## src/source/mips_defs.svh

```systemverilog
////////////////////////////////////////
// global sizes and fixed addresses of the single-cycle MIPS core
// include wherever a width or the reset vector is needed
////////////////////////////////////////
`ifndef MIPS_DEFS_SVH
`define MIPS_DEFS_SVH

////////////////////////////////////////
// datapath widths
////////////////////////////////////////
`define XLEN        32              // data and address width
`define REG_ADDR_W  5               // register index width
`define REG_COUNT   32              // general registers, $zero included
`define IMM_W       16              // immediate field of I-type words

////////////////////////////////////////
// fixed addresses and indices
////////////////////////////////////////
// start of .text, loaded into the PC while reset is held
`define RESET_PC    32'h0040_0000

`define LINK_REG    31              // $ra, target of jal

`endif

```

## src/source/mipsCtrlPkg.sv

```systemverilog
////////////////////////////////////////
// control encodings between decoder and datapath
// mux selects and the ALU operation code
////////////////////////////////////////
`default_nettype none

package mipsCtrlPkg;

    typedef enum logic [2:0] {
        aluAdd, aluSub, aluAnd, aluOr,
        aluSlt, aluSll, aluSrl,
        aluLui                          // b moved to the upper half
    } aluOpT;

    // next PC source
    typedef enum logic [2:0] {
        pcNext,                         // sequential, PC+4
        pcBeq,                          // taken when ALU zero
        pcBne,                          // taken when ALU not zero
        pcJump,                         // j / jal region jump
        pcReg                           // jr, target in rs
    } pcSrcT;

    typedef enum logic [1:0] {dstRt, dstRd, dstLink} regDstT;

    typedef enum logic [1:0] {srcReg, srcSignImm, srcZeroImm} aluSrcT;

    // register writeback source
    typedef enum logic [1:0] {wbAlu, wbMem, wbPc4} wbSrcT;

endpackage

`default_nettype wire

```

## src/source/mipsIsaPkg.sv

```systemverilog
////////////////////////////////////////
// MIPS instruction set encodings
// opcode and funct values kept by the core, plus the
// R, I and J field layouts used to slice a fetched word
////////////////////////////////////////
`default_nettype none
`include "mips_defs.svh"

package mipsIsaPkg;

    // primary opcodes, bits 31:26
    typedef enum logic [5:0] {
        rType  = 6'h00,         // funct selects the operation
        opJ    = 6'h02,
        opJal  = 6'h03,
        opBeq  = 6'h04,
        opBne  = 6'h05,
        opAddi = 6'h08,
        opSlti = 6'h0A,
        opAndi = 6'h0C,
        opOri  = 6'h0D,
        opLui  = 6'h0F,
        opLw   = 6'h23,
        opSw   = 6'h2B
    } opcodeT;

    // R-type funct, bits 5:0
    typedef enum logic [5:0] {
        fnSll = 6'h00,
        fnSrl = 6'h02,
        fnJr  = 6'h08,
        fnAdd = 6'h20,
        fnSub = 6'h22,
        fnAnd = 6'h24,
        fnOr  = 6'h25,
        fnSlt = 6'h2A
    } functT;

    typedef struct packed {
        opcodeT                  opcode;
        logic [`REG_ADDR_W-1:0]  rs;
        logic [`REG_ADDR_W-1:0]  rt;
        logic [`REG_ADDR_W-1:0]  rd;
        logic [4:0]              shamt;
        functT                   funct;
    } rFieldsT;

    typedef struct packed {
        logic [5:0]              opcode;
        logic [`REG_ADDR_W-1:0]  rs;
        logic [`REG_ADDR_W-1:0]  rt;
        logic [`IMM_W-1:0]       imm;
    } iFieldsT;

    typedef struct packed {
        logic [5:0]              opcode;
        logic [25:0]             index;     // word index inside the 256 MB region
    } jFieldsT;

endpackage

`default_nettype wire

```

## src/source/ctrlIf.sv

```systemverilog
////////////////////////////////////////
// decoded control bundle of one instruction
// driven by the decoder, read by every datapath unit
////////////////////////////////////////
`timescale 1ns/1ns
`default_nettype none

interface ctrlIf;
    import mipsCtrlPkg::*;

    logic    regWrite;      // register file write enable
    regDstT  regDst;
    aluSrcT  aluSrc;        // ALU operand b
    aluOpT   aluOp;
    logic    memRead;       // load strobe
    logic    memWrite;      // store strobe
    wbSrcT   wbSrc;
    pcSrcT   pcSrc;

    modport dec (output regWrite, regDst, aluSrc, aluOp, memRead, memWrite, wbSrc, pcSrc);
    modport dp  (input  regWrite, regDst, aluSrc, aluOp, memRead, memWrite, wbSrc, pcSrc);

endinterface

`default_nettype wire

```

## src/source/aluUnit.sv

```systemverilog
////////////////////////////////////////
// integer ALU
// shifts act on operand b by shamt
// zero flag feeds the branch decision
////////////////////////////////////////
`timescale 1ns/1ns
`default_nettype none
`include "mips_defs.svh"

module aluUnit (
    ctrlIf.dp                  ctrl,
    input  logic [`XLEN-1:0]   a,
    input  logic [`XLEN-1:0]   b,
    input  logic [4:0]         shamt,
    output logic [`XLEN-1:0]   result,
    output logic               zero
);
    import mipsCtrlPkg::*;

    logic lessThan;

    // signed compare for slt and slti
    assign lessThan = ($signed(a) < $signed(b));

    always_comb
    begin
        case (ctrl.aluOp)
            aluAdd:  result = a + b;            // no overflow trap
            aluSub:  result = a - b;
            aluAnd:  result = a & b;
            aluOr:   result = a | b;
            aluSlt:  result = {{(`XLEN-1){1'b0}}, lessThan};
            aluSll:  result = b << shamt;
            aluSrl:  result = b >> shamt;       // logical, zero fill
            aluLui:  result = b << `IMM_W;      // immediate to upper half
            default: result = a + b;
        endcase
    end

    assign zero = (result == '0);

endmodule

`default_nettype wire

```

## src/source/instrDecoder.sv

```systemverilog
////////////////////////////////////////
// main control and ALU control in one block
// opcode and funct go in, the whole control bundle comes out
// an unknown word gives the no-op bundle: no writes, PC+4
////////////////////////////////////////
`timescale 1ns/1ns
`default_nettype none
`include "mips_defs.svh"

module instrDecoder (
    input  logic              iRST,
    input  logic [`XLEN-1:0]  instr,
    ctrlIf.dec                ctrl
);
    import mipsIsaPkg::*;
    import mipsCtrlPkg::*;

    rFieldsT fields;

    assign fields = rFieldsT'(instr);

    always_comb
    begin
        // no-op bundle as the starting point
        ctrl.regWrite = 1'b0;
        ctrl.regDst   = dstRt;
        ctrl.aluSrc   = srcReg;
        ctrl.aluOp    = aluAdd;
        ctrl.memRead  = 1'b0;
        ctrl.memWrite = 1'b0;
        ctrl.wbSrc    = wbAlu;
        ctrl.pcSrc    = pcNext;

        case (fields.opcode)
            rType:
            begin
                ctrl.regDst = dstRd;
                case (fields.funct)
                    fnAdd: begin ctrl.regWrite = 1'b1; ctrl.aluOp = aluAdd; end
                    fnSub: begin ctrl.regWrite = 1'b1; ctrl.aluOp = aluSub; end
                    fnAnd: begin ctrl.regWrite = 1'b1; ctrl.aluOp = aluAnd; end
                    fnOr:  begin ctrl.regWrite = 1'b1; ctrl.aluOp = aluOr;  end
                    fnSlt: begin ctrl.regWrite = 1'b1; ctrl.aluOp = aluSlt; end
                    fnSll: begin ctrl.regWrite = 1'b1; ctrl.aluOp = aluSll; end   // rt << shamt
                    fnSrl: begin ctrl.regWrite = 1'b1; ctrl.aluOp = aluSrl; end
                    fnJr:  ctrl.pcSrc = pcReg;                                  // no writeback
                    default: ;                                                  // unknown funct, no-op
                endcase
            end

            ////////////////////////////////////////
            // immediates
            ////////////////////////////////////////
            opAddi: begin ctrl.regWrite = 1'b1; ctrl.aluSrc = srcSignImm; end
            opSlti:
            begin
                ctrl.regWrite = 1'b1;
                ctrl.aluSrc   = srcSignImm;
                ctrl.aluOp    = aluSlt;
            end
            opAndi:
            begin
                ctrl.regWrite = 1'b1;
                ctrl.aluSrc   = srcZeroImm;     // logical ops zero-extend
                ctrl.aluOp    = aluAnd;
            end
            opOri:
            begin
                ctrl.regWrite = 1'b1;
                ctrl.aluSrc   = srcZeroImm;
                ctrl.aluOp    = aluOr;
            end
            opLui:
            begin
                ctrl.regWrite = 1'b1;
                ctrl.aluSrc   = srcZeroImm;
                ctrl.aluOp    = aluLui;
            end

            // memory, address is rs + signed offset
            opLw:
            begin
                ctrl.regWrite = 1'b1;
                ctrl.aluSrc   = srcSignImm;
                ctrl.memRead  = 1'b1;
                ctrl.wbSrc    = wbMem;
            end
            opSw: begin ctrl.aluSrc = srcSignImm; ctrl.memWrite = 1'b1; end

            // branches compare rs and rt by subtraction
            opBeq: begin ctrl.aluOp = aluSub; ctrl.pcSrc = pcBeq; end
            opBne: begin ctrl.aluOp = aluSub; ctrl.pcSrc = pcBne; end

            opJ:   ctrl.pcSrc = pcJump;
            opJal:
            begin
                ctrl.regWrite = 1'b1;
                ctrl.regDst   = dstLink;        // $ra <= PC+4
                ctrl.wbSrc    = wbPc4;
                ctrl.pcSrc    = pcJump;
            end
            default: ;                          // unknown opcode, no-op
        endcase

        // nothing is written while the core is held in reset
        if (iRST)
        begin
            ctrl.regWrite = 1'b0;
            ctrl.memRead  = 1'b0;
            ctrl.memWrite = 1'b0;
        end
    end

endmodule

`default_nettype wire

```

## src/source/mipsCore.sv

```systemverilog
////////////////////////////////////////
// single-cycle MIPS core, top level
// one instruction retires per clock; instruction and data
// memories answer combinationally, stores commit at the edge
////////////////////////////////////////
`timescale 1ns/1ns
`default_nettype none
`include "mips_defs.svh"

module mipsCore (
    input  logic              iCLK,
    input  logic              iRST,
    output logic [`XLEN-1:0]  instrAddr,
    input  logic [`XLEN-1:0]  instrData,
    output logic [`XLEN-1:0]  dataAddr,
    output logic [`XLEN-1:0]  dataWrData,
    input  logic [`XLEN-1:0]  dataRdData,
    output logic              dataRead,
    output logic              dataWrite
);
    import mipsIsaPkg::*;

    rFieldsT                 rFields;
    logic [`XLEN-1:0]        pc;
    logic [`XLEN-1:0]        pc4;
    logic [`XLEN-1:0]        rsData;
    logic [`XLEN-1:0]        rtData;
    logic [`XLEN-1:0]        aluB;
    logic [`XLEN-1:0]        aluResult;
    logic                    zero;
    logic [`REG_ADDR_W-1:0]  wrAddr;
    logic [`XLEN-1:0]        wrData;

    ctrlIf ctrlBus ();

    assign rFields = rFieldsT'(instrData);

    ////////////////////////////////////////
    // control and datapath units
    ////////////////////////////////////////
    instrDecoder uDecoder (
        .iRST  (iRST),
        .instr (instrData),
        .ctrl  (ctrlBus)
    );

    regFile uRegFile (
        .iCLK   (iCLK),
        .iRST   (iRST),
        .rsAddr (rFields.rs),
        .rtAddr (rFields.rt),
        .wrAddr (wrAddr),
        .wrData (wrData),
        .wrEn   (ctrlBus.regWrite),
        .rsData (rsData),
        .rtData (rtData)
    );

    aluUnit uAlu (
        .ctrl   (ctrlBus),
        .a      (rsData),
        .b      (aluB),
        .shamt  (rFields.shamt),
        .result (aluResult),
        .zero   (zero)
    );

    operandRouter uRouter (
        .ctrl      (ctrlBus),
        .instr     (instrData),
        .rtData    (rtData),
        .aluResult (aluResult),
        .memData   (dataRdData),
        .pc4       (pc4),
        .aluB      (aluB),
        .wrAddr    (wrAddr),
        .wrData    (wrData)
    );

    pcUnit uPc (
        .iCLK   (iCLK),
        .iRST   (iRST),
        .ctrl   (ctrlBus),
        .instr  (instrData),
        .zero   (zero),
        .rsData (rsData),
        .pc     (pc),
        .pc4    (pc4)
    );

    ////////////////////////////////////////
    // memory ports
    ////////////////////////////////////////
    assign instrAddr  = pc;
    assign dataAddr   = aluResult;          // rs + offset for lw/sw
    assign dataWrData = rtData;
    assign dataRead   = ctrlBus.memRead;
    assign dataWrite  = ctrlBus.memWrite;

endmodule

`default_nettype wire

```

## src/source/operandRouter.sv

```systemverilog
////////////////////////////////////////
// datapath muxes around the ALU and register file
// immediate extension, operand b, destination, writeback
////////////////////////////////////////
`timescale 1ns/1ns
`default_nettype none
`include "mips_defs.svh"

module operandRouter (
    ctrlIf.dp                       ctrl,
    input  logic [`XLEN-1:0]        instr,
    input  logic [`XLEN-1:0]        rtData,
    input  logic [`XLEN-1:0]        aluResult,
    input  logic [`XLEN-1:0]        memData,
    input  logic [`XLEN-1:0]        pc4,
    output logic [`XLEN-1:0]        aluB,
    output logic [`REG_ADDR_W-1:0]  wrAddr,
    output logic [`XLEN-1:0]        wrData
);
    import mipsIsaPkg::*;
    import mipsCtrlPkg::*;

    rFieldsT          rFields;
    iFieldsT          iFields;
    logic [`XLEN-1:0] signImm;
    logic [`XLEN-1:0] zeroImm;

    assign rFields = rFieldsT'(instr);
    assign iFields = iFieldsT'(instr);

    assign signImm = {{(`XLEN-`IMM_W){iFields.imm[`IMM_W-1]}}, iFields.imm};
    assign zeroImm = {{(`XLEN-`IMM_W){1'b0}}, iFields.imm};

    always_comb
    begin
        case (ctrl.aluSrc)
            srcSignImm: aluB = signImm;
            srcZeroImm: aluB = zeroImm;
            default:    aluB = rtData;
        endcase

        // destination register
        case (ctrl.regDst)
            dstRd:   wrAddr = rFields.rd;
            dstLink: wrAddr = `REG_ADDR_W'(`LINK_REG);
            default: wrAddr = rFields.rt;       // I-type results
        endcase

        case (ctrl.wbSrc)
            wbMem:   wrData = memData;
            wbPc4:   wrData = pc4;              // return address for jal
            default: wrData = aluResult;
        endcase
    end

endmodule

`default_nettype wire

```

## src/source/pcUnit.sv

```systemverilog
////////////////////////////////////////
// program counter and next-PC selection
// new PC is taken one edge after the instruction
////////////////////////////////////////
`timescale 1ns/1ns
`default_nettype none
`include "mips_defs.svh"

module pcUnit (
    input  logic              iCLK,
    input  logic              iRST,
    ctrlIf.dp                 ctrl,
    input  logic [`XLEN-1:0]  instr,
    input  logic              zero,
    input  logic [`XLEN-1:0]  rsData,
    output logic [`XLEN-1:0]  pc,
    output logic [`XLEN-1:0]  pc4
);
    import mipsIsaPkg::*;
    import mipsCtrlPkg::*;

    iFieldsT          iFields;
    jFieldsT          jFields;
    logic [`XLEN-1:0] branchTarget;
    logic [`XLEN-1:0] jumpTarget;
    logic [`XLEN-1:0] nextPc;

    assign iFields = iFieldsT'(instr);
    assign jFields = jFieldsT'(instr);

    assign pc4 = pc + `XLEN'd4;
    // word offset, sign-extended, relative to PC+4
    assign branchTarget = pc4 + {{(`XLEN-`IMM_W-2){iFields.imm[`IMM_W-1]}}, iFields.imm, 2'b00};
    assign jumpTarget   = {pc4[`XLEN-1:28], jFields.index, 2'b00};   // keep region bits

    always_comb
    begin
        case (ctrl.pcSrc)
            pcNext:  nextPc = pc4;
            pcBeq:   nextPc = zero ? branchTarget : pc4;
            pcBne:   nextPc = zero ? pc4 : branchTarget;
            pcJump:  nextPc = jumpTarget;
            pcReg:   nextPc = rsData;           // jr
            default: nextPc = pc4;
        endcase
    end

    always_ff @(posedge iCLK)
    begin
        if (iRST)
            pc <= `RESET_PC;
        else
            pc <= nextPc;
    end

endmodule

`default_nettype wire

```

## src/source/regFile.sv

```systemverilog
////////////////////////////////////////
// general purpose register file
// two combinational reads, one write at the clock edge
// $zero ignores writes and always reads as zero
////////////////////////////////////////
`timescale 1ns/1ns
`default_nettype none
`include "mips_defs.svh"

module regFile (
    input  logic                    iCLK,
    input  logic                    iRST,
    input  logic [`REG_ADDR_W-1:0]  rsAddr,
    input  logic [`REG_ADDR_W-1:0]  rtAddr,
    input  logic [`REG_ADDR_W-1:0]  wrAddr,
    input  logic [`XLEN-1:0]        wrData,
    input  logic                    wrEn,
    output logic [`XLEN-1:0]        rsData,
    output logic [`XLEN-1:0]        rtData
);

    logic [`XLEN-1:0] regs [`REG_COUNT];

    // write lands at the edge, seen by the next instruction
    always_ff @(posedge iCLK)
    begin
        if (iRST)
        begin
            for (int i = 0; i < `REG_COUNT; i++)
                regs[i] <= '0;
        end
        else if (wrEn && (wrAddr != '0))    // $zero stays zero
            regs[wrAddr] <= wrData;
    end

    assign rsData = regs[rsAddr];
    assign rtData = regs[rtAddr];

endmodule

`default_nettype wire

```

## config.mk

```make
export PLATFORM = sky130hd
export DESIGN_NAME = mipsCore
export DESIGN_NICKNAME = d
export VERILOG_FILES = /design/src/source/mipsCtrlPkg.sv /design/src/source/mipsIsaPkg.sv /design/src/source/ctrlIf.sv /design/src/source/aluUnit.sv /design/src/source/instrDecoder.sv /design/src/source/mipsCore.sv /design/src/source/operandRouter.sv /design/src/source/pcUnit.sv /design/src/source/regFile.sv
export VERILOG_INCLUDE_DIRS = /design/src /design/src/source
export SDC_FILE = /design/constraint.sdc
export NUM_CORES = 2
export LEC_CHECK = 0
export CAP_MARGIN = 5
export CORE_MARGIN = 10
export CORE_UTILIZATION = 35
export CTS_CLUSTER_SIZE = 16
export DETAILED_ROUTE_END_ITERATION = 7
export DONT_BUFFER_PORTS = 1
export GPL_TIMING_DRIVEN = 1
export HOLD_SLACK_MARGIN = 0.02
export PLACE_DENSITY_LB_ADDON = 0.1
export SYNTH_ARGS = -nofsm -noshare
export SYNTH_HDL_FRONTEND = slang
export SYNTH_HIERARCHICAL = 1
export SYNTH_SLANG_ARGS = --single-unit
export TNS_END_PERCENT = 5
```

## constraint.sdc

```tcl
create_clock -name iCLK -period 8.4 [get_ports iCLK]
set_input_delay 0 -clock iCLK [delete_from_list [all_inputs] [get_ports iCLK]]
set_output_delay 0 -clock iCLK [all_outputs]
set_load 0.01 [all_outputs]
```

After elaboration in Yosys (flattened, before gate mapping)
Memory sizes are Yosys's and may differ from the RTL's. Index checks and enable logic that the tools add are counted.

Register bits after elaboration: 32. Memories kept: 1. RAM bits: 1024.

Memory list: uRegFile.regs (depth 32, width 32, rd ports 2, clocked after Yosys merged registers in 0, write ports 32, line regFile.sv:22) `` logic [`XLEN-1:0] regs [`REG_COUNT]; ``.

Equality and inequality tests: 35. Mux-type cells: 29. $lt $le $gt $ge: 1. Bitwise logic cells: 2. Reduce and logical (&&, ||, !) cells: 13. $add $sub $neg: 4. Shift operators: 2.

Operators with widths (number): $pmux W32 S8 (1); $pmux W32 S2 (2); $pmux W32 S4 (1); $mux W32 (3); $add A32 B32 Y32 (2); $eq A6 B6 Y1 const B (7); $eq A6 B4 Y1 const B (6); $pmux W3 S6 (2); $add A32 B3 Y32 const B (1); $and A32 B32 Y32 (1); $logic_not A32 Y1 (1); $lt A32 B32 Y1 (1); $or A32 B32 Y32 (1); $reduce_or A32 Y1 (1); $shl A32 B5 Y32 (1); $shr A32 B5 Y32 (1); $sub A32 B32 Y32 (1); $eq A6 B2 Y1 const B (3); $eq A3 B3 Y1 const B (5); $reduce_or A7 Y1 (2); $eq A3 B2 Y1 const B (4); $eq A6 B3 Y1 const B (2); $logic_not A6 Y1 (2); $mux W1 (12); other kinds (15) (23).

Longest topological paths before layout
Depth after elaboration: 11. Mapped depth: 33.

Hierarchy
The synthesis kept the hierarchy.

Modules (own cells, without submodules): regFile (times used 1, area an instance 55888.6 um^2, cells an instance 4605); aluUnit (times used 1, area an instance 9317.7 um^2, cells an instance 1369); pcUnit (times used 1, area an instance 3623.5 um^2, cells an instance 475); operandRouter (times used 1, area an instance 1162.4 um^2, cells an instance 226); instrDecoder (times used 1, area an instance 385.4 um^2, cells an instance 57).

Worst setup path after synthesis
Ideal clock, no wire load.

Path kind: input to register. Start: input instrData[26]. End: register uPc.pc[31]. Buffers on the path: 2. Stages on the path: 29. Arrival time: 6.694 ns. Path slack: 1.579 ns. Data required time: 8.273 ns. Setup time: 0.127 ns. Path through: clkbuf_1 > nor3b_1 > a31oi_1 > nor3_1 > inv_1 > ha_1 > clkbuf_1 > o21ai_0 > inv_1 > ha_1 > nor2_1 > o311ai_1 > or3b_2 > a21oi_1 > or4_2 > nand4b_2 > or4_1 > or4_1 > nor4_1 > nand4b_1 > nor4_2 > nand2b_1 > nor2_1 > a21oi_1 > nor2_1 > nand2_1 > nor2_1 > nand3_1 > or3b_1.

Cells in the longest elaborated chain, start to end: 10.

RTL lines: start: declaration (line mipsCore.sv:14) `` input logic [`XLEN-1:0] instrData, ``; $eq A6 B4 Y1 or $eq A6 B6 Y1 (tied branches) (line instrDecoder.sv:34) `case (fields.opcode)`; $reduce_or A4 Y1 (no source line) or $reduce_or A3 Y1 (tied branches); $pmux W2 S2 (*) (line instrDecoder.sv:34); via ctrlBus.aluSrc[0] (line ctrlIf.sv:13) `aluSrcT aluSrc;`; $eq A2 B2 Y1 or $eq A2 B1 Y1 (tied branches) (line operandRouter.sv:36) `case (ctrl.aluSrc)`; $pmux W32 S2 (*) (line operandRouter.sv:36); via aluB[1] (line mipsCore.sv:28) `` logic [`XLEN-1:0] aluB; ``; $sub A32 B32 Y32 (tied with other cells) (line aluUnit.sv:29) `aluSub: result = a - b;`; $pmux W32 S8 (*) (line aluUnit.sv:27) `case (ctrl.aluOp)`; via dataAddr[5] (line mipsCore.sv:15) `` output logic [`XLEN-1:0] dataAddr, ``; $logic_not A32 Y1 (*) (line aluUnit.sv:40) `assign zero = (result == '0);`; via zero (line mipsCore.sv:30) `logic zero;`; $mux W32, on equally long branches (line pcUnit.sv:41, pcUnit.sv:40); $pmux W32 S4 (*) (line pcUnit.sv:38) `case (ctrl.pcSrc)`; end signal: assignment (line pcUnit.sv:51) `` pc <= `RESET_PC; ``; end signal: assignment (line pcUnit.sv:53) `pc <= nextPc;`; end: declaration (line pcUnit.sv:16) `` output logic [`XLEN-1:0] pc, ``.

The timed path passes the listed nets; every way through them passes the cells marked *. A chain may end at the register's enable or synchronous reset.

Worst setup path in the final report
Start: input instrData[22]. End: register uPc.pc[19].

Cells in the longest elaborated chain, start to end: 6.

RTL lines: $mem_v2 Z32 W32 (*); via rsData[5] (line mipsCore.sv:26) `` logic [`XLEN-1:0] rsData; ``; $sub A32 B32 Y32 (tied with other cells) (line aluUnit.sv:29); $pmux W32 S8 (*) (line aluUnit.sv:27); $logic_not A32 Y1 (*) (line aluUnit.sv:40); via zero (line mipsCore.sv:30); $mux W32, on equally long branches (line pcUnit.sv:41, pcUnit.sv:40); $pmux W32 S4 (*) (line pcUnit.sv:38).

Marked as above.

==> implementation parameters <==
Parameter                              Value

Cells and area
  Share of the core filled with cells ... 0.394
  Multi-input gate area ... 36,100 µm²
  Most common cell after layout, fill and taps aside ... sky130_fd_sc_hd__mux2i_1
  Number of filler cells placed in the layout ... about 19,000
  Highest-count cells in the layout ignoring fill and taps ... sky130_fd_sc_hd__mux2i_1 (1,090), sky130_fd_sc_hd__edfxtp_1 (1,024), sky130_fd_sc_hd__and2_1 (1,003)
  Post-layout net count ... 6,889
  Post-route insts no fill ... ~9,400
  Area of all sequential standard cells ... between 30,000 and 40,000 µm²
  Finished layout cell area ... just under 80,000 µm²
  Fraction of layout cells with a size suffix above 1 ... 0.110
  Layout-stage area growth over the synthesis result ... 11.8%

Pwr
  Cell-internal power ... 10.3 mW
  Combinational share of power ... 0.284
  Worst vdd rail ir drop ... between 200 and 250 µV
  Overall Power ... 16.0 mW
  Power per cell area ... 204 nW/µm²
  Static Leak ... ~31 nW
  Net switching fraction of the power ... 0.355
  Sequential cell fraction of total power ... 0.379
  Clock network fraction of total power ... 0.337
  Power spent charging and discharging nets ... about 5.7 mW

Yosys
  Proportion of synthesized chip area in sequential cells ... 0.446
  Register bit total from synthesis ... between 1,000 and 1,500
  Area leader, netlist ... sky130_fd_sc_hd__edfxtp_1
  Number of cells produced by synthesis ... approximately 6,700
  Cell types occupying the most area after synthesis ... sky130_fd_sc_hd__edfxtp_1 (44%), sky130_fd_sc_hd__mux2i_1 (16%), sky130_fd_sc_hd__and2_1 (8.9%), sky130_fd_sc_hd__a21oi_1 (2.6%), sky130_fd_sc_hd__a22oi_1 (2.5%)
  Asr flop ratio synth ... 0
  Netlist cell types ... approximately 130
  Synth Cell Area ... a little over 70,000 µm²
  Number of enable flip-flop cells after synthesis ... 1,024
  Top cell type's share of synthesized area ... 0.437
  Post-Synthesis Mean Instance Area ... roughly 10 µm²
  Flip-flop cell with the highest count after synthesis ... sky130_fd_sc_hd__edfxtp_1
  Number of warnings issued by yosys ... 6

Critical path
  Worst Path Required ... just over 9000 ps
  Startpoint type of the worst setup path ... primary input
  Most numerous cell on the critical path ... sky130_fd_sc_hd__buf_4
  Slowest stage delay, CP ... slightly below 800 ps
  Maximum fanout count along the critical path ... slightly above 500
  Arr. time, crit path ... about 9300 ps
  Crit. End Element ... register
  Type of the worst setup path ... in2reg
  Critical path's slowest cell ... sky130_fd_sc_hd__mux2i_1

Global routing
  Number of antenna violations at the first check in global routing ... 42
  Maximum number of pins on one net before global-route repair ... 515
  Global-route wire length before repair ... roughly 450,000 µm
  GRT overflow ... 0
  Number of global-route vias before repair ... ~55,000
  Total GRT Usage ... 0.286

Floorplanning
  Core footprint ... 200,000 µm²
  Width of the die ... about 470 µm
  Number of ports placed on the die boundary ... between 150 and 200
  Number of placement rows ... about 160
  Initial core utilization ... 0.352
  Die outline area ... between 200,000 and 250,000 µm²
  Overall die height ... approximately 470 µm

Clocking
  TritonCTS clock tree ... yes
  H-tree levels ... 4
  Post-CTS Setup Repair Bufs ... 0
  Clk root buf ... sky130_fd_sc_hd__clkbuf_16
  Number of buffers on the longest clock path ... 3
  Clk sinks ... roughly 1,100
  Insertion delay to the later sink of the worst-skew pair ... approximately 800 ps
  Number of buffers inserted during clock tree synthesis ... 130
  CTS clk-pin slew, worst paths ... 60 ps

Detailed routing
  Iteration count of the initial detailed-routing pass ... 8
  Number of nets with antenna violations after detailed routing ... 0
  Via count of the routed design ... ~57,000
  Drt initial violations ... 6,927
  Routed wire length ... around 330,000 µm
  Per-cell via count in the routed design ... between 6 and 7
  DRC violation count after routing ... 3
  Routed wirelength normalized by instance count ... about 35 µm

Timing
  Worst slew pin tran ... approximately 2700 ps
  Least setup slack across all paths after layout ... -116 ps
  Highest Clock Rate ... approximately 120 MHz
  Endpoints failing setup ... 1
  RSZ-0062 raised after global routing ... false
  Fin crit period ... 8520 ps
  Tightest hold margin ... 66.7 ps
  Number of endpoints with negative hold slack in the final report ... 0
  Final clock period utilization by the worst path ... 1.01
  Rel. slew slack ... -0.804
  Setup skew after layout ... 34.2 ps
  Fin. max-slew vios ... 470
  Setup TNS ... -116 ps

Run
  Number of maximum-capacitance constraint violations ... 0

Status
  Violated checks ... design-rule violations, max-slew violations, negative setup slack
  Result of the run ... complete, but fails checks

Placement
  Placed standard-cell area ... around 74,000 µm²
  Number of buffers inserted by port buffering ... 0
  Cell total after placement ... 9,150
  Pre-CTS WS ... between 600 and 700 ps
  Final weighted congestion in routability-driven placement ... 0.997
  Detail Placement HPWL ... approximately 210,000 µm

Hold path
  Hold Path Class ... in2reg
## worst max-delay path: cells and delay by family
| family | cells | cell delay [ps] |
|---|---|---|
| AND/OR/NAND/NOR | 12 | 3590 |
| buffers and inverters | 6 | 1910 |
| AO/OA/AOI/OAI | 5 | 1160 |
| multiplexers | 2 | 970 |
| adder cells (fa/ha/maj) | 1 | 400 |
## state kept, by name, summed over array words and instances, names as in the netlist
signal	cells
uRegFile/regs	1024
uPc/pc	32
## cells in the mapped netlist (all sizes together) (8+ instances only)
cell type	number
edfxtp	1024
and3	15
clkbuf	338
buf	265
ha	138
mux2i	1090
o221ai	16
xor2	19
or3	18
mux4	22
nor2b	30
and2	1008
a222oi	25
a21oi	366
mux2	39
nand2b	23
a22oi	236
a211oi	47
nor4	17
or2	42
nand3	243
a31oi	81
nand2	460
o211ai	30
inv	121
dfxtp	32
a2111oi	10
o21bai	12
nor2	209
o21ai	183
nand4	22
a21o	27
nor3	116
o31ai	22
nand3b	11
or3b	8
o22ai	24
or4	11
xnor2	48
a22o	133
o2111ai	11
o21a	12
## per-layer routing
layer	GRT usage	vias up	wire [µm]
met5	0	-	86
met1	0.388	29300	140000
met2	0.455	2633	149000
met3	0.0510	497	25500
met4	0.104	12	11700
li1	-	24700	-
## final cells by class
cell class / instances / area share
repair buffers: 390 / 0.0430
well taps: 2656 / 0.0423
inverters: 121 / 0.00577
diodes: 20 / 0.000636
clock inverters: 57 / 0.00554
flip-flops and latches: 1056 / 0.399
multi-input cells: 4983 / 0.459
clock buffers: 162 / 0.0442
## timing repair
action | 4_1_cts | 5_1_grt
endpoints found under the hold margin | 427 | 32
endpoints found under the setup margin | 0 | 8
resized for setup | 0 | 17
hold buffers | 55 | 1
## worst paths after layout
| check | cells past startpoint | to | startpoint | slack, ps |
|---|---|---|---|---|
| worst max-delay path | 26 | uPc/pc[19]$_SDFF_PP0_ | instrData[22] | -120 |
| worst min-delay path | 4 | uRegFile/regs[14][4]$_SDFFCE_PN0P_ | dataRdData[4] | 70 |
| worst max register to register | 28 | uPc/pc[19]$_SDFF_PP0_ | uRegFile/regs[2][24]$_SDFFCE_PN0P_ | 270 |
| worst min register to register | 2 | uPc/pc[1]$_SDFFE_PP0P_ | uPc/pc[1]$_SDFFE_PP0P_ | 890 |
## cell families (layout without fill, tap and decap cells)
group,after synthesis,after routing,synth area share
xor+xnor,67,67,0.00834
other cells,1,52,0.0000533
compound gates,1332,1332,0.128
flops,1056,1056,0.446
buf+inv,724,730,0.0491
simple gates,2260,2260,0.175
fa+ha+maj,141,141,0.0254
mux,1151,1151,0.168
## power by group through the flow
stage / Combinational (mW) / Clock [mW] / Sequential, mW
floorplan: 2.43 / 0 / 6.14
global placement: 4.35 / 0 / 6.17
detailed placement: 4.34 / 0 / 6.18
CTS: 4.40 / 5.49 / 6.07
global route: 4.71 / 5.68 / 6.10
finish: 4.55 / 5.40 / 6.07
No activity file was read; power rests on OpenSTA's default activity.
